$ cat config.mk
export PLATFORM = sky130hd
export DESIGN_NAME = osd_reg_file
export DESIGN_NICKNAME = d
export VERILOG_FILES = /design/src/hdl/osd_pkg.sv /design/src/hdl/osd_reg_file.sv
export VERILOG_INCLUDE_DIRS = /design/src /design/src/hdl
export SDC_FILE = /design/constraint.sdc
export NUM_CORES = 1
export LEC_CHECK = 0
export BUFFER_PORTS_ARGS = -buffer_cell sky130_fd_sc_hd__buf_2
export CORE_UTILIZATION = 30
export DETAILED_ROUTE_END_ITERATION = 8
export PLACE_DENSITY = 0.48
export SYNTH_ARGS = -nofsm -noshare
export SYNTH_HDL_FRONTEND = slang
export SYNTH_SLANG_ARGS = --single-unit
$ cat constraint.sdc
create_clock -name clk -period 1.6 [get_ports clk]
set_clock_uncertainty 0.1 [all_clocks]
set_input_delay 0.32 -clock clk [delete_from_list [all_inputs] [get_ports clk]]
set_output_delay 0.32 -clock clk [all_outputs]
set_load 0.01 [all_outputs]
$ cat src/hdl/osd_params.svh
// register map addresses, character memory geometry and reset pulse length
`ifndef OSD_PARAMS_SVH
`define OSD_PARAMS_SVH

//////////////////////////////
// register map
//////////////////////////////

// page offset for character writes, everything below this address is char data
`define OSD_REG_OFFSET     8'h80
`define OSD_REG_ENABLE     8'h81
`define OSD_REG_HIGHLIGHT  8'h82
// video mode select, low nibble picks the timing
`define OSD_REG_RECONF     8'h83
// controller buttons, read only
`define OSD_REG_CTRL_HI    8'h85
`define OSD_REG_CTRL_LO    8'h86
// scanline settings, split over two bytes
`define OSD_REG_SCAN_HI    8'h87
`define OSD_REG_SCAN_LO    8'h88
// reset triggers, write only
`define OSD_REG_RESET_DC   8'hF0
`define OSD_REG_RESET_OPT  8'hF1
`define OSD_REG_RESET_CONF 8'hF2

//////////////////////////////
// character memory and resets
//////////////////////////////

// 3 page bits on top of 7 low address bits
`define OSD_RAM_AW         10
`define OSD_RAM_DEPTH      (1 << `OSD_RAM_AW)
// cycles a console or optical reset stays asserted
`define RESET_HOLD_CYCLES  16

`endif

$ cat src/hdl/osd_pkg.sv
// controller, scanline and video timing types plus the four video mode constants
package osd_pkg;

    // button state from the game controller, a in the top bit
    typedef struct packed {
        logic a;
        logic b;
        logic x;
        logic y;
        logic up;
        logic down;
        logic left;
        logic right;
        logic start;
        logic ltrigger;
        logic rtrigger;
        logic trigger_osd;
        logic trigger_default_resolution;
    } controller_data_t;

    // scanline overlay settings
    typedef struct packed {
        logic [8:0] intensity;
        logic       thickness;
        logic       oddeven;
        logic       active;
    } scanline_t;

    // video timing handed to the output pipeline
    typedef struct packed {
        logic [11:0] h_active;
        logic [10:0] v_active;
        logic [11:0] h_total;
        logic [10:0] v_total;
        logic [7:0]  vic;
    } video_config_t;

    //////////////////////////////
    // supported output modes
    //////////////////////////////

    localparam video_config_t mode_1080p = '{
        h_active: 12'd1920,
        v_active: 11'd1080,
        h_total:  12'd2200,
        v_total:  11'd1125,
        vic:      8'd16
    };

    // no standard vic for this one
    localparam video_config_t mode_960p = '{
        h_active: 12'd1280,
        v_active: 11'd960,
        h_total:  12'd1800,
        v_total:  11'd1000,
        vic:      8'd0
    };

    localparam video_config_t mode_480p = '{
        h_active: 12'd720,
        v_active: 11'd480,
        h_total:  12'd858,
        v_total:  11'd525,
        vic:      8'd2
    };

    localparam video_config_t mode_vga = '{
        h_active: 12'd640,
        v_active: 11'd480,
        h_total:  12'd800,
        v_total:  11'd525,
        vic:      8'd1
    };

endpackage

$ cat src/hdl/osd_reg_file.sv
// register decoder with configuration registers, registered read mux and strobes
`include "osd_params.svh"

module osd_reg_file (
    input  logic                      clk,
    input  logic                      arst_n,
    // byte bus from the serial slave
    input  logic [7:0]                addr,
    input  logic [7:0]                data_in,
    input  logic                      write_en,
    output logic [7:0]                data_out,
    input  osd_pkg::controller_data_t controller_data,
    // character write port
    output logic                      ram_wren,
    output logic [`OSD_RAM_AW-1:0]    ram_waddr,
    output logic [7:0]                ram_wdata,
    // configuration outputs
    output logic                      enable_osd,
    output logic [7:0]                highlight_line,
    output logic [7:0]                reconf_data,
    output osd_pkg::scanline_t        scanline,
    output logic [7:0]                reset_conf,
    // one cycle reset triggers
    output logic                      reset_dc_strobe,
    output logic                      reset_opt_strobe
);

    import osd_pkg::*;

    // intensity at half scale, all flags off
    localparam scanline_t scanline_reset = '{
        intensity: 9'h100,
        thickness: 1'b0,
        oddeven:   1'b0,
        active:    1'b0
    };

    // page select for character writes
    logic [2:0] addr_offset;
    logic       char_write;

    // anything below the register window is character data
    assign char_write = write_en && (addr < `OSD_REG_OFFSET);

    //////////////////////////////
    // write side
    //////////////////////////////

    always_ff @(posedge clk or negedge arst_n) begin
        if (!arst_n) begin
            addr_offset    <= 3'd0;
            enable_osd     <= 1'b0;
            highlight_line <= 8'hff;
            reconf_data    <= 8'h00;
            scanline       <= scanline_reset;
            reset_conf     <= 8'h00;
        end else if (write_en) begin
            case (addr)
                `OSD_REG_OFFSET: begin
                    addr_offset <= data_in[2:0];
                end
                `OSD_REG_ENABLE: begin
                    enable_osd <= data_in[0];
                end
                `OSD_REG_HIGHLIGHT: begin
                    highlight_line <= data_in;
                end
                // mode table picks this up one cycle later
                `OSD_REG_RECONF: begin
                    reconf_data <= data_in;
                end
                // upper eight intensity bits
                `OSD_REG_SCAN_HI: begin
                    scanline.intensity[8:1] <= data_in;
                end
                // intensity lsb and flags in the top nibble
                `OSD_REG_SCAN_LO: begin
                    scanline.intensity[0] <= data_in[7];
                    scanline.thickness    <= data_in[6];
                    scanline.oddeven      <= data_in[5];
                    scanline.active       <= data_in[4];
                end
                `OSD_REG_RESET_CONF: begin
                    reset_conf <= data_in;
                end
                default: begin
                    // char writes and reset triggers handled below
                end
            endcase
        end
    end

    // single cycle strobes, never held across back to back writes
    always_ff @(posedge clk or negedge arst_n) begin
        if (!arst_n) begin
            ram_wren         <= 1'b0;
            reset_dc_strobe  <= 1'b0;
            reset_opt_strobe <= 1'b0;
        end else begin
            ram_wren         <= char_write;
            reset_dc_strobe  <= write_en && (addr == `OSD_REG_RESET_DC);
            reset_opt_strobe <= write_en && (addr == `OSD_REG_RESET_OPT);
        end
    end

    // char address and data, aligned with ram_wren
    always_ff @(posedge clk) begin
        if (char_write) begin
            ram_waddr <= {addr_offset, addr[6:0]};
            ram_wdata <= data_in;
        end
    end

    //////////////////////////////
    // read side
    //////////////////////////////

    // data_out follows the address of the previous edge
    always_ff @(posedge clk or negedge arst_n) begin
        if (!arst_n) begin
            data_out <= 8'h00;
        end else begin
            case (addr)
                `OSD_REG_OFFSET:     data_out <= {5'b00000, addr_offset};
                `OSD_REG_ENABLE:     data_out <= {7'b0000000, enable_osd};
                `OSD_REG_HIGHLIGHT:  data_out <= highlight_line;
                `OSD_REG_RECONF:     data_out <= reconf_data;
                // a down to right
                `OSD_REG_CTRL_HI:    data_out <= controller_data[12:5];
                // start down to trigger_default_resolution, zero padded
                `OSD_REG_CTRL_LO:    data_out <= {controller_data[4:0], 3'b000};
                `OSD_REG_SCAN_HI:    data_out <= scanline.intensity[8:1];
                `OSD_REG_SCAN_LO: begin
                    data_out <= {scanline.intensity[0], scanline.thickness,
                                 scanline.oddeven, scanline.active, 4'b0000};
                end
                `OSD_REG_RESET_CONF: data_out <= reset_conf;
                // char memory and reset triggers are write only
                default:             data_out <= 8'h00;
            endcase
        end
    end

endmodule

==> summary.md <==
| Metric | Value |
|---|---|
| Power Density | 887 nW/µm² |
| Final hold violation count | 0 |
| Proportion of register bits with asynchronous set or reset after synthesis | 73.9% |
| Max clock buf depth | 2 |
| Sinks on Clock Net | 69 |
| Most frequent cell on the critical path | or4b_4 |
| Initial standard-cell utilization of the core | 31.5% |
| Drt via density | 4.70 |
| Layout cells sized above 1 | 62.2% |
| Fill count | 925 |
| TritonCTS Buffers | 9 |
| Critical Path Max Stage Delay | 600 ps |
| Crit path time final | 1660 ps |
| Max Freq | 0.601 GHz |
| Count of input and output buffers | 97 |
| Count of mapped cells out of synthesis | 205 |
| Ports placed on the boundary | 98 |
| Drt first pass iters | 4 |
| Crit path arrival time | 1850 ps |
| Final Setup Violations | 3 |
| Maximum number of pins on one net before global-route repair | 52 |
| CP endpoint kind | flip-flop |
| #FFs+latches synth | 69 |
| Highest-delay cell along the critical path | or4b_4 |
| GRT met3 Usage | 4.49% |
| Vertical extent of the die | 101 µm |
| Root buffer selected by CTS | clkbuf_8 |
| Final critical-path share of the clock period | 104% |
| H-tree levels | 3 |
| First-pass GRT wire length | 13,000 µm |
| CP Launch Type | input port |
| RSZ-0062 raised after global routing | yes |
| Leak Pwr | 2.12 nW |
| Routed len/inst | 17.7 µm |
| Cell Area, Placed | 3980 µm² |
| Largest fanout on the critical path | 5 |
| Final Max Tran Viols | 0 |
| Run status | complete, but fails checks |
| Final net count | 379 |
| Routability cong. | 0.750 |
| Clock tree from TritonCTS | yes |
| Area Growth Syn to Fin | 42.7% |
| Met1 track utilization from global routing | 23.4% |
| HPWL after detailed placement | 6180 µm |
| Flip-flop cell with the highest count after synthesis | dfrtp_1 |
| Cell accounting for the most synthesized area | dfrtp_1 |
| Final Routed Wirelength | 8520 µm |
| Worst slew slack as a fraction of its limit | 74.7% |
| Transition at the pin with the smallest max-transition slack | 374 ps |
| Kind of cell adding the most delay to the critical path | simple AND/OR/NAND/NOR gates |
| ANT nets after route | 0 |
| Routing layer with the top usage in global route | met2 |
| Row cnt | 35 |
| Setup CP Type | input port to flip-flop |
| Count leader, synth | mux2_2 |
| Data required time of the worst path | 1790 ps |
| Clock transition at the registers of the reported paths | 80 ps |
| Number of DRC violations after detailed routing | 0 |
| Sum of negative setup slack | -161 ps |
| Reported max-cap violation count | 0 |
| Top cells by area, synth | dfrtp_1 (35%), edfxtp_1 (18%), mux2_2 (17%) |
| Number of antenna cells inserted | 0 |
| List of most frequent post-synthesis cells | mux2_2 (44), dfrtp_1 (42), edfxtp_1 (18) |
| Share of the synthesized area in the top cell type | 35.4% |
| Synth cell types | 42 |
| WP buf/inv | 1 |
| Avg Inst Size Synth | 14.5 µm² |
| Number of global-route vias before repair | 2,290 |
| Number of nets in the synthesized netlist | 237 |
| Final Cell Area | 4230 µm² |
| Failing checks | negative setup slack |
| Number of violations reported at the end of detailed-routing iteration 0 | 59 |
| Peak supply drop | 0.000459 V |
| Worst Setup Slack, final | -62.8 ps |
| Number of enable-type register cells in the synthesized netlist | 18 |
| Vias after detailed routing | 2,259 |
| Global routing usage on met2 | 27.5% |
| Ys Warns | 0 |
| Overall fraction of global-route tracks in use | 17.5% |
| Number of antenna violations at the first check in global routing | 0 |
| Placeable core area | 9420 µm² |
| Later-pin clock latency in the skew report | 350 ps |
| HP Class | input port to flip-flop |
| Part of the Yosys area used for sequential elements | 61.6% |
| Critical path, cell by cell | buf_6, or4b_4, or4b_4, o32ai_2, a211o_1 |
| Overall overflow remaining after global route | 0 |
| Combined area of all synthesized cells | 2970 µm² |
| Die ar. | 10,300 µm² |
| Horizontal die dimension | 101 µm |
## layout make-up
| type | instances | area (µm²) | share of cell area [%] |
|---|---|---|---|
| multi-input cells | 125 | 1200 | 28.3 |
| clock buffers | 10 | 128 | 3.01 |
| inverters | 1 | 3.75 | 0.0887 |
| well taps | 129 | 161 | 3.81 |
| flip-flops and latches | 69 | 1830 | 43.2 |
| repair buffers | 141 | 860 | 20.3 |
| clock inverters | 6 | 53.8 | 1.27 |
## power by group
group	internal (mW)	switching [mW]	total (mW)	leakage [nW]
Clock	0.702	0.659	1.36	0.0888
Sequential	1.90	0.0455	1.95	0.843
Combinational	0.215	0.235	0.450	1.18
Total	2.82	0.940	3.76	2.12
## layout by cell type, fill, tap and decap left out, types with 2 or more instances in the layout
cell type  synthesis  final
buf_2              4     95
edfxtp_1          18     18
nand3_1            3      3
nor2_1             6      6
dfrtp_1           42     42
clkinv_1           0      3
nand2_1            9      7
mux2_4             0      7
mux2i_1           11     11
buf_6              0      3
nor4b_4            0      2
dfstp_2            9      9
nor4b_1            2      2
nand4_1            3      3
o32ai_2            0      3
o21ai_0            3      3
mux2_2            44     37
a211o_1            2      2
a32oi_1            2      2
a22oi_1            3      3
clkbuf_8           0      9
nand2b_1           3      3
a21oi_1            3      3
nor3_1             4      4
and3_1             2      2
and3b_1            2      2
buf_4              1     40
buf_12             0      2
or4b_4             1      2
## metal layers
| layer | vias up | routed length [µm] |
|---|---|---|
| li1 | 1064 | - |
| met1 | 1115 | 3950 |
| met2 | 70 | 4020 |
| met3 | 10 | 429 |
| met4 | 0 | 124 |
| met5 | - | 0 |
## cells by family after synthesis
family                 Yosys count  synth area share, %
AOI/OAI and AO/OA               24                 6.03
buffers and inverters           11                 1.69
DFF                             69                 61.6
muxes                           55                 20.4
and+or+nand+nor                 46                 10.3
## stage by stage
stage	power, mW	hold slack [ps]	cells	setup WS, ps	util, %
after floorplan	2.16	-75.6	205	-272	-
after global placement	2.42	236	462	-489	42.3
after detailed placement	2.43	233	462	-495	42.3
after CTS	3.80	97.9	481	-27.3	44.7
after global routing	3.91	101	481	-84.2	45.0
final	3.76	112	481	-62.8	45.0
## worst reg2reg max path: cells and delay by family (launching register included)
| kind | cells | cell delay (ps) |
|---|---|---|
| muxes | 1 | 270 |
| AOI/OAI and AO/OA | 2 | 470 |
| and+or+nand+nor | 1 | 80 |
| DFF | 1 | 400 |
## worst paths after layout
check,startpoint,end,slack [ps],cells after the start
hold / removal,data_in[3],ram_wdata[3],110,1
min in group asynchronous,arst_n,scanline[8],390,3
setup / recovery,addr[6],data_out[6],-60,5
max in group asynchronous,arst_n,highlight_line[1],720,3
hold reg to reg,addr_offset[2],ram_waddr[9],400,0
setup reg to reg,reconf_data[5],data_out[5],180,4
## registers in the layout (all words and copies together), names as in the netlist
name and count:
scanline 12, ram_waddr 10, data_out 8, highlight_line 8, ram_wdata 8, reconf_data 8, reset_conf 8, addr_offset 3
enable_osd 1, ram_wren 1, reset_dc_strobe 1, reset_opt_strobe 1
## what timing repair did
action | in CTS | in global routing
pin swaps | 4 | 2
hold buffers | 1 | 0
endpoints found under the hold margin | 42 | 0
resized for setup | 3 | 6
setup endpoints to repair | 11 | 11
buffers inserted | 2 | 1
No activity file was read; power rests on OpenSTA's default activity.
