File: src/hdl/osd_params.svh
// register map addresses, character memory geometry and reset pulse length
`ifndef OSD_PARAMS_SVH
`define OSD_PARAMS_SVH

//////////////////////////////
// register map
//////////////////////////////

// page offset for character writes, everything below this address is char data
`define OSD_REG_OFFSET     8'h80
`define OSD_REG_ENABLE     8'h81
`define OSD_REG_HIGHLIGHT  8'h82
// video mode select, low nibble picks the timing
`define OSD_REG_RECONF     8'h83
// controller buttons, read only
`define OSD_REG_CTRL_HI    8'h85
`define OSD_REG_CTRL_LO    8'h86
// scanline settings, split over two bytes
`define OSD_REG_SCAN_HI    8'h87
`define OSD_REG_SCAN_LO    8'h88
// reset triggers, write only
`define OSD_REG_RESET_DC   8'hF0
`define OSD_REG_RESET_OPT  8'hF1
`define OSD_REG_RESET_CONF 8'hF2

//////////////////////////////
// character memory and resets
//////////////////////////////

// 3 page bits on top of 7 low address bits
`define OSD_RAM_AW         10
`define OSD_RAM_DEPTH      (1 << `OSD_RAM_AW)
// cycles a console or optical reset stays asserted
`define RESET_HOLD_CYCLES  16

`endif

File: src/hdl/reset_pulse_gen.sv
// stretches a one cycle reset strobe into a fixed length pulse
`include "osd_params.svh"

module reset_pulse_gen (
    input  logic clk,
    input  logic arst_n,
    // single cycle request from the decoder
    input  logic strobe,
    output logic pulse
);

    // wide enough to hold the full count
    localparam int cnt_w = $clog2(`RESET_HOLD_CYCLES + 1);

    localparam logic [cnt_w-1:0] hold_count = cnt_w'(`RESET_HOLD_CYCLES);

    logic [cnt_w-1:0] count;

    //////////////////////////////
    // hold counter
    //////////////////////////////

    // a strobe mid pulse restarts the full hold
    always_ff @(posedge clk or negedge arst_n) begin
        if (!arst_n) begin
            count <= '0;
        end else if (strobe) begin
            count <= hold_count;
        end else if (count != '0) begin
            count <= count - 1'b1;
        end
    end

    // high for exactly hold_count cycles after the strobe
    assign pulse = (count != '0);

endmodule

File: config.mk
export PLATFORM = sky130hd
export DESIGN_NAME = reset_pulse_gen
export DESIGN_NICKNAME = d
export VERILOG_FILES = /design/src/hdl/reset_pulse_gen.sv
export VERILOG_INCLUDE_DIRS = /design/src /design/src/hdl
export SDC_FILE = /design/constraint.sdc
export NUM_CORES = 1
export LEC_CHECK = 0
export ABC_CLOCK_PERIOD_IN_PS = 2920
export BUFFER_PORTS_ARGS = -buffer_cell sky130_fd_sc_hd__clkbuf_2
export CAP_MARGIN = 20
export CELL_PAD_IN_SITES_DETAIL_PLACEMENT = 1
export CELL_PAD_IN_SITES_GLOBAL_PLACEMENT = 1
export CORE_AREA = 5 5 42 44
export DETAILED_ROUTE_END_ITERATION = 8
export DIE_AREA = 0 0 47 49
export MAX_ROUTING_LAYER = met4
export PLACE_DENSITY = 0.4
export SYNTH_ARGS = -nofsm -noshare
export SYNTH_HDL_FRONTEND = slang
export SYNTH_SLANG_ARGS = --single-unit
File: constraint.sdc
create_clock -name clk -period 2.92 [get_ports clk]
set_clock_uncertainty 0.1 [all_clocks]
set_input_delay 0.438 -clock clk [delete_from_list [all_inputs] [get_ports clk]]
set_output_delay 0.438 -clock clk [all_outputs]
set_load 0.03 [all_outputs]
==> results of run 1 <==
## layer usage
metal / vias up / wire length [um]
met5: - / 0
li1: 97 / -
met2: 1 / 268
met1: 89 / 168
met3: 0 / 8
met4: 0 / 0
## Yosys cell counts (all sizes together)
cell    n
a211o   1
a21oi   2
dfrtp   5
a211oi  1
buf     1
ha      1
inv     3
or3     1
a21o    1
nand2   2
xnor2   1
nor2    3
nand3b  1
or4b    1
or2b    1
## placed cells by master (no fill, tap or decap), drive strengths merged, types with 2 or more instances in the layout
cell    synthesis  routed
clkbuf          0       7
nand2           2       2
a21oi           2       2
inv             3       3
dfrtp           5       5
nor2            3       3
## stage by stage
step | area [um2] | power [mW]
2_1_floorplan | 261.5 | 0.2473
3_3_place_gp | 285.3 | 0.2663
3_5_place_dp | 285.3 | 0.2718
4_1_cts | 321.6 | 0.3534
5_1_grt | 321.6 | 0.3765
6_report | 321.6 | 0.3440
## power by group through the flow
| stage | Clock (mW) | Sequential (mW) | Combinational [mW] |
|---|---|---|---|
| floorplan | 0 | 0.122 | 0.125 |
| finish | 0.0763 | 0.128 | 0.140 |
| global route | 0.0848 | 0.133 | 0.159 |
| detailed placement | 0 | 0.129 | 0.143 |
| CTS | 0.0813 | 0.128 | 0.144 |
| global placement | 0 | 0.128 | 0.138 |
## path summary, 6_finish.rpt
kind / to
min reg2reg: count[4]$_DFFE_PN0P_
max in group asynchronous: count[3]$_DFFE_PN0P_
min in group asynchronous: count[0]$_DFFE_PN0P_
min: count[1]$_DFFE_PN0P_
max reg2reg: count[0]$_DFFE_PN0P_
max: pulse
## critical path: cells and delay by family, from the launching register on
kind / cells / cell delay, ns
fa+ha+maj: 1 / 0.23
simple gates: 1 / 0.53
buf+inv: 2 / 0.27
flops: 1 / 0.39
## cells by family after synthesis
group / after synthesis
XOR/XNOR: 1
buffers and inverters: 4
flip-flops: 5
AO/OA/AOI/OAI: 5
adder cells (fa/ha/maj): 1
AND/OR/NAND/NOR: 9
## timing repair
action                                 in CTS  in global routing
buffers inserted                            0                  0
endpoints found under the hold margin       5                  0
hold buffers                                1                  0
## layout make-up
type	instances	area [um2]	area share
sequential	5	125.1	0.3891
timing repair buffer	4	25.02	0.07782
inverter	3	11.26	0.03502
multi-input combinational	16	113.9	0.3541
tap	16	20.02	0.06226
clock buffer	4	26.28	0.08171
==> metrics, run 1 <==
run status=finished clean; Worst Path Required=2.38 ns; max_slew headroom=0.8842; Top Registers=count: 5 flops; Slowest-stage cell, CP=or4b_4; CP startpoint=count[0]$_DFFE_PN0P_; Clock Path Buffers=2; Unique masters post-synth=15; Gates resized, CTS repair=0; max incr delay on CP=0.53 ns; DRT antenna net count=0; most crowded layer after global routing=met2; CTS root buf=clkbuf_4; initial drt markers=2; port bufs=3; MaxCap Viol Count=0; Seq pwr share=0.372; PD cells=1070 nW/um2; CTS buffer count=3; Clock power frac=0.222; syn nets=29; final setup fails=0; Post-Synth Simple-Gate Area=0.2057; Synth warnings=0; Syn Area/Cell=10.46 um2; total track usage=0.05004; first-pass GRT wire length=779 um; die span in x=47 um; Setup TNS Final=0 ns; number of flip-flops in the largest register=5; area leader, netlist=dfrtp_1; post-synthesis mux area share=0; critical path class=register to output pin; synthesized flop and latch total=5; top cell type's share of synthesized area=0.4785; gr ovfl total=0; Slew @ Worst Pin=0.1737 ns; crit path max fanout=5; met2 global-route usage=0.07692; hold path startpoint=strobe; Max VDD drop=0.2680 mV; fraction of final layout cells sized beyond drive strength 1=0.2500; sequential share of the synthesized area=0.4785; Max Freq=454.3 MHz; Finished Layout Cells=48; largest net degree at the start of global routing=6; drt pass-1 iters=2; DIE AREA=2303 um2; Vias per Instance=3.896; fillers=174; Routed Wire Length=444 um; Hold WC Path Type=input pin to register; worst r2r src=count[0]$_DFFE_PN0P_; DIE HEIGHT=49 um; number of global-route vias before repair=219; CTS tree=yes; Final GP Congestion=0.6782; startpoint types=register; CP endpoint kind=output pin; WHS=0.3361 ns; vias after detailed routing=187; Sw Ratio=0.3529; H-tree levels=1; Cells after Synth=25; grt met3 use=0.01107; top post-synthesis cells by area=dfrtp_1, or4b_4, a211oi_2; grt met1 use=0.04454; I/O pin cnt=4; hold depth=2; Core ar.=1401 um2; Synth Cell Area=261.5 um2; setup ws final=0.7188 ns; Layout Utilization=0.2295; xor/xnor share of the synthesized area=0.03349; CP Data Arrival Time=1.66 ns; Area Overhead vs Synth=22.97%; Net Sw Power=121.4 uW; Most flops, register=count; final hold violation count=0; FP Rows=14; worst slack, placed=0.9604 ns; n_diodes=0; final number of max-transition violations=0; Lkg Pwr=0.1527 nW; R2R Setup Slk=1.27 ns; crit path cell chain=inv_1, ha_1, or4b_4, clkbuf_2; Internal=222.6 uW; fin crit period=2.201 ns; TritonCTS sink count=5; Clock Latency Late Sink=0.23 ns; Starting Density=0.1866; adder-cell share of the synthesized area=0.04785; R2R cell count=5; placed cells=43; Wirelength per Cell=9.250 um; crit share post-route=0.7538; layout net count=37; combinational share of power=0.406; antenna violations before repair=0; RSZ-0062 raised after global routing=no; main combinational cell family by area after synthesis=simple AND/OR/NAND/NOR gates; DRC=0; post-synthesis compound-gate area fraction=0.1483; Clk pin slew, worst setup/hold paths=0.04 ns
No activity file was read; power rests on OpenSTA's default activity.
==> run 2: changes to the inputs <==
--- a/config.mk
+++ b/config.mk
@@ -6,7 +6,7 @@
 export SDC_FILE = /design/constraint.sdc
 export NUM_CORES = 1
 export LEC_CHECK = 0
-export ABC_CLOCK_PERIOD_IN_PS = 2920
+export ABC_CLOCK_PERIOD_IN_PS = 2200
 export BUFFER_PORTS_ARGS = -buffer_cell sky130_fd_sc_hd__clkbuf_2
 export CAP_MARGIN = 20
 export CELL_PAD_IN_SITES_DETAIL_PLACEMENT = 1
==> constraint.sdc (replaced) <==
create_clock -name clk -period 2.2 [get_ports clk]
set_clock_uncertainty 0.1 [all_clocks]
set_input_delay 0.33 -clock clk [delete_from_list [all_inputs] [get_ports clk]]
set_output_delay 0.33 -clock clk [all_outputs]
set_load 0.03 [all_outputs]
==> metrics, run 2 (same netlist as run 1, synthesis figures left out) <==
n_diodes=0 (unchanged); Net Sw Power=169.6 uW (+40%); hold worst-path end=count[1]$_DFFE_PN0P_; Wirelength per Cell=10.38 um (+12%); CTS buffer count=3 (unchanged); startpoint types=register; Final GP Congestion=0.7496 (+11%); DRT antenna net count=0 (unchanged); I/O pin cnt=4 (unchanged); Setup TNS Final=0 ns (unchanged); TritonCTS sink count=5 (unchanged); DIE HEIGHT=49 um (unchanged); final hold violation count=0 (unchanged); Slew @ Worst Pin=0.1710 ns (-0.002644 ns); R2R Setup Slk=0.54 ns (-0.73 ns); Routed Wire Length=498 um (+12%); Clk pin slew, worst setup/hold paths=0.04 ns (about the same); crit path buf inv count=2 (unchanged); number of global-route vias before repair=229 (+4.6%); crit path cell chain=inv_1, ha_1, or4b_4, clkbuf_2; commonest non-fill, non-tap cells in the layout=dfrtp_1, inv_1, nor2_1, clkbuf_4, clkbuf_2; PD cells=1448 nW/um2 (+35%); r2r endpoint=count[0]$_DFFE_PN0P_; run status=finished clean; crit path max fanout=5 (unchanged); Hold WC Path Type=input pin to register; MaxCap Viol Count=0 (unchanged); Layout Utilization=0.2295 (unchanged); CP top delay family=simple AND/OR/NAND/NOR gates; Worst Path Required=1.77 ns (-0.61 ns); initial drt markers=0 (-2); vias after detailed routing=194 (+3.7%); H-tree levels=1 (unchanged); most common cell after layout, fill and taps aside=dfrtp_1; antenna violations before repair=0 (unchanged); Max Freq=479.0 MHz; DIE AREA=2303 um2 (unchanged); CTS tree=yes; Vias per Instance=4.042 (+3.7%); R2R cell count=5 (unchanged); combinational share of power=0.411 (+0.005); port bufs=3 (unchanged); Max VDD drop=0.3884 mV (+45%); max_slew headroom=0.8860 (+0.001762); fraction of final layout cells sized beyond drive strength 1=0.2500 (unchanged); gr ovfl total=0 (unchanged); Lkg Pwr=0.1527 nW (unchanged); Clock power frac=0.217 (-0.005); FP Rows=14 (unchanged); crit share post-route=0.9489; die span in x=47 um (unchanged); CP endpoint kind=output pin; Reg area=125.1 um2 (unchanged); fillers=172 (-1.1%); Multi-input gate area=113.9 um2 (unchanged); max incr delay on CP=0.53 ns (about the same); hold depth=2 (unchanged); Post-DP HPWL=420.7 um; Seq pwr share=0.372 (about the same); Most flops, register=count; Sw Ratio=0.3641 (+0.01129); Clock Path Buffers=2 (unchanged); Area Overhead vs Synth=22.97% (unchanged); final setup fails=0 (unchanged); Internal=296.1 uW (+33%); hold path startpoint=strobe; DRC=0 (unchanged); layout net count=37 (unchanged); Core ar.=1401 um2 (unchanged); Top Registers=count: 5 flops; worst r2r src=count[0]$_DFFE_PN0P_; number of flip-flops in the largest register=5 (unchanged); critical path class=register to output pin; Clock Latency Late Sink=0.23 ns (about the same); Slowest-stage cell, CP=or4b_4; drt pass-1 iters=1 (-1); fin crit period=2.088 ns; post-CTS setup buffers=0 (unchanged); CP Data Arrival Time=1.66 ns (about the same); largest net degree at the start of global routing=6 (unchanged); final number of max-transition violations=0 (unchanged); total track usage=0.05733 (+0.007293); Starting Density=0.1866 (unchanged); RSZ-0062 raised after global routing=no; first-pass GRT wire length=903 um (+16%); CTS root buf=clkbuf_4
## run 2: cell counts in the layout (fill, tap and decap cells not counted)
No cell type changed its count.
## run 2: final cells by class
type	instances	area share
multi-input cells	16	0.3541
repair buffers	4	0.07782
well taps	16	0.06226
flip-flops and latches	5	0.3891
inverters	3	0.03502
clock buffers	4	0.08171
## run 2: power by group through the flow
stage	registers (mW)	clock network (mW)	logic (mW)
2_1_floorplan	0.162	0	0.166
3_3_place_gp	0.173	0	0.186
3_5_place_dp	0.175	0	0.192
4_1_cts	0.174	0.107	0.195
5_1_grt	0.182	0.112	0.212
6_report	0.173	0.101	0.191
## run 2: worst max-delay path by stage
stage / start / endpoint / depth (start not counted)
2_1_floorplan: count[0]$_DFFE_PN0P_ / pulse / 4
3_3_place_gp: count[0]$_DFFE_PN0P_ / pulse / 4
3_5_place_dp: count[0]$_DFFE_PN0P_ / pulse / 4
4_1_cts: count[0]$_DFFE_PN0P_ / pulse / 4
5_1_grt: count[1]$_DFFE_PN0P_ / pulse / 4
6_report: count[0]$_DFFE_PN0P_ / pulse / 4
## run 2: metrics by stage
stage / std cells / total power [mW] / area (um2) / setup WS, ns / hold slack (ns)
4_1_cts: 48 / 0.4755 / 321.6 / 0.09143 / 0.2280
3_3_place_gp: 43 / 0.3587 / 285.3 / 0.3714 / 0.04722
3_5_place_dp: 43 / 0.3667 / 285.3 / 0.3598 / 0.05249
5_1_grt: 48 / 0.5065 / 321.6 / 0.05045 / 0.2317
6_report: 48 / 0.4657 / 321.6 / 0.1125 / 0.2353
2_1_floorplan: 25 / 0.3283 / 261.5 / 0.5270 / -0.06559
## run 2: routing by layer
| metal | part of all wire | up-vias | track usage | routed length, um |
|---|---|---|---|---|
| met5 | 0 | - | - | 0 |
| met4 | 0 | 0 | 0.05530 | 0 |
| met3 | 0.016 | 0 | 0.01107 | 8 |
| met2 | 0.58 | 1 | 0.09276 | 291 |
| met1 | 0.40 | 94 | 0.05134 | 198 |
| li1 | - | 99 | - | - |
## run 2: what timing repair did
| action | 4_1_cts | 5_1_grt |
|---|---|---|
| resized for setup | 0 | 0 |
| hold buffers | 1 | 0 |
| hold endpoints to repair | 5 | 0 |
==> run 3: changes to the inputs <==
--- a/config.mk
+++ b/config.mk
@@ -16,6 +16,7 @@
 export DIE_AREA = 0 0 47 49
 export MAX_ROUTING_LAYER = met4
 export PLACE_DENSITY = 0.4
+export SETUP_SLACK_MARGIN = 0.3
 export SYNTH_ARGS = -nofsm -noshare
 export SYNTH_HDL_FRONTEND = slang
 export SYNTH_SLANG_ARGS = --single-unit
==> metrics, run 3 (same netlist as run 1, synthesis figures left out) <==
Post-DP HPWL=420.7 um (unchanged); CP endpoint kind=output pin; I/O pin cnt=4 (unchanged); most common cell after layout, fill and taps aside=dfrtp_1; R2R cell count=6 (+1); Worst Path Required=1.77 ns (about the same); crit share post-route=0.8572 (-0.09170); Clk pin slew, worst setup/hold paths=0.04 ns (about the same); Setup TNS Final=0 ns (unchanged); CP startpoint=count[0]$_DFFE_PN0P_; Max Freq=530.3 MHz (+11%); CP Data Arrival Time=1.46 ns (-0.20 ns); vias after detailed routing=207 (+6.7%); startpoint types=register; Hold WC Path Type=input pin to register; n_diodes=0 (unchanged); final hold violation count=0 (unchanged); r2r endpoint=count[0]$_DFFE_PN0P_; critical path class=register to output pin; Finished Layout Cells=52 (+8.3%); Final GP Congestion=0.7496 (unchanged); Core ar.=1401 um2 (unchanged); design area=374.1 um2 (+16%); CTS root buf=clkbuf_4; DIE HEIGHT=49 um (unchanged); fillers=170 (-1.2%); worst r2r src=count[0]$_DFFE_PN0P_; Starting Density=0.1866 (unchanged); number of flip-flops in the largest register=5 (unchanged); Wirelength per Cell=10.71 um (+3.2%); Slew @ Worst Pin=0.1524 ns (-0.01858 ns); crit path max fanout=2 (-3); Clock Latency Late Sink=0.23 ns (about the same); Most flops, register=count; total track usage=0.06531 (+0.007983); largest net degree at the start of global routing=6 (unchanged); DRC=0 (unchanged); FP Rows=14 (unchanged); hold worst-path end=count[1]$_DFFE_PN0P_; MaxCap Viol Count=0 (unchanged); Max VDD drop=0.3883 mV (about the same); Routed Wire Length=557 um (+12%); DIE AREA=2303 um2 (unchanged); die span in x=47 um (unchanged); final setup fails=0 (unchanged); RSZ-0062 raised after global routing=yes; layout net count=41 (+11%); TritonCTS sink count=5 (unchanged); hold depth=2 (unchanged); Reg area=125.1 um2 (unchanged); CTS tree=yes; Clock Path Buffers=2 (unchanged); drt pass-1 iters=3 (+2); commonest non-fill, non-tap cells in the layout=dfrtp_1, buf_4, nor2_1, clkbuf_4; first-pass GRT wire length=1035 um (+15%); Vias per Instance=3.981 (-1.5%); PD cells=1458 nW/um2 (+0.72%); final number of max-transition violations=0 (unchanged); Area Overhead vs Synth=43.06%; fraction of final layout cells sized beyond drive strength 1=0.4167 (+0.1667); Top Registers=count: 5 flops; number of global-route vias before repair=253 (+10%); fin crit period=1.886 ns (-0.2017 ns); placed cells=43 (unchanged); total power=545.6 uW (+17%); DRT antenna net count=0 (unchanged); max_slew headroom=0.8982 (+0.01220); run status=finished clean; CTS buffer count=3 (unchanged); R2R Setup Slk=0.54 ns (about the same); Lkg Pwr=0.1755 nW (+15%); initial drt markers=1 (+1); H-tree levels=1 (unchanged); antenna violations before repair=0 (unchanged); placed cell area=285.3 um2 (unchanged); gr ovfl total=0 (unchanged); WHS=0.2370 ns (+0.001697 ns); port bufs=3 (unchanged); hold path startpoint=strobe; Multi-input gate area=126.4 um2 (+11%)
run 3: cell types whose count changed in the layout (fill, tap and decap cells not counted):
cell and change:
buf_8 +1, clkbuf_2 -1, inv_2 +2, buf_4 +4
inv_1 -2, ha_1 -1, ha_4 +1
run 3: stage by stage:
| step | setup slack, ns | utilization |
|---|---|---|
| 2_1_floorplan | 0.5270 | - |
| 3_3_place_gp | 0.3714 | 0.2036 |
| 3_5_place_dp | 0.3598 | 0.2036 |
| 4_1_cts | 0.2707 | 0.2607 |
| 5_1_grt | 0.2567 | 0.2670 |
| 6_report | 0.3142 | 0.2670 |
run 3: what timing repair did:
item | 4_1_cts | 5_1_grt
endpoints found under the setup margin | 1 | 1
endpoints found under the hold margin | 5 | 0
hold buffers | 1 | 0
setup buffers | 3 | 1
resized for setup | 6 | 1
pin swaps | 1 | 1
run 3: cell type report:
class	count	share of cell area
Clock buffer	4	0.07023
Inverter	3	0.03010
Sequential cell	5	0.3344
Multi-Input combinational cell	16	0.3378
Timing Repair Buffer	8	0.1739
Tap cell	16	0.05351
run 3: worst max path at each step:
stage / to / slack (ns)
after detailed placement: pulse / 0.36
after floorplan: pulse / 0.53
after CTS: pulse / 0.27
after global routing: pulse / 0.26
after global placement: pulse / 0.37
final: pulse / 0.31
run 3: critical path, cell delays in order (launching register included):
cell and delay, ns:
dfrtp_1 0.39, inv_2 0.07, ha_4 0.13, or4b_4 0.47, buf_8 0.15
run 3: power by group:
group          internal (mW)  total [mW]  switching [mW]
logic                  0.153       0.271           0.118
clock network         0.0682       0.100          0.0321
registers              0.134       0.174          0.0401
total                  0.355       0.546           0.190
run 3: routing by layer:
metal / GRT usage / wire [um] / part of all wire / vias up
li1: - / - / - / 107
met1: 0.06250 / 221 / 0.40 / 99
met2: 0.1063 / 328 / 0.59 / 1
met3: 0.01107 / 8 / 0.014 / 0
met4: 0.05530 / 0 / 0 / 0
met5: - / 0 / 0 / -
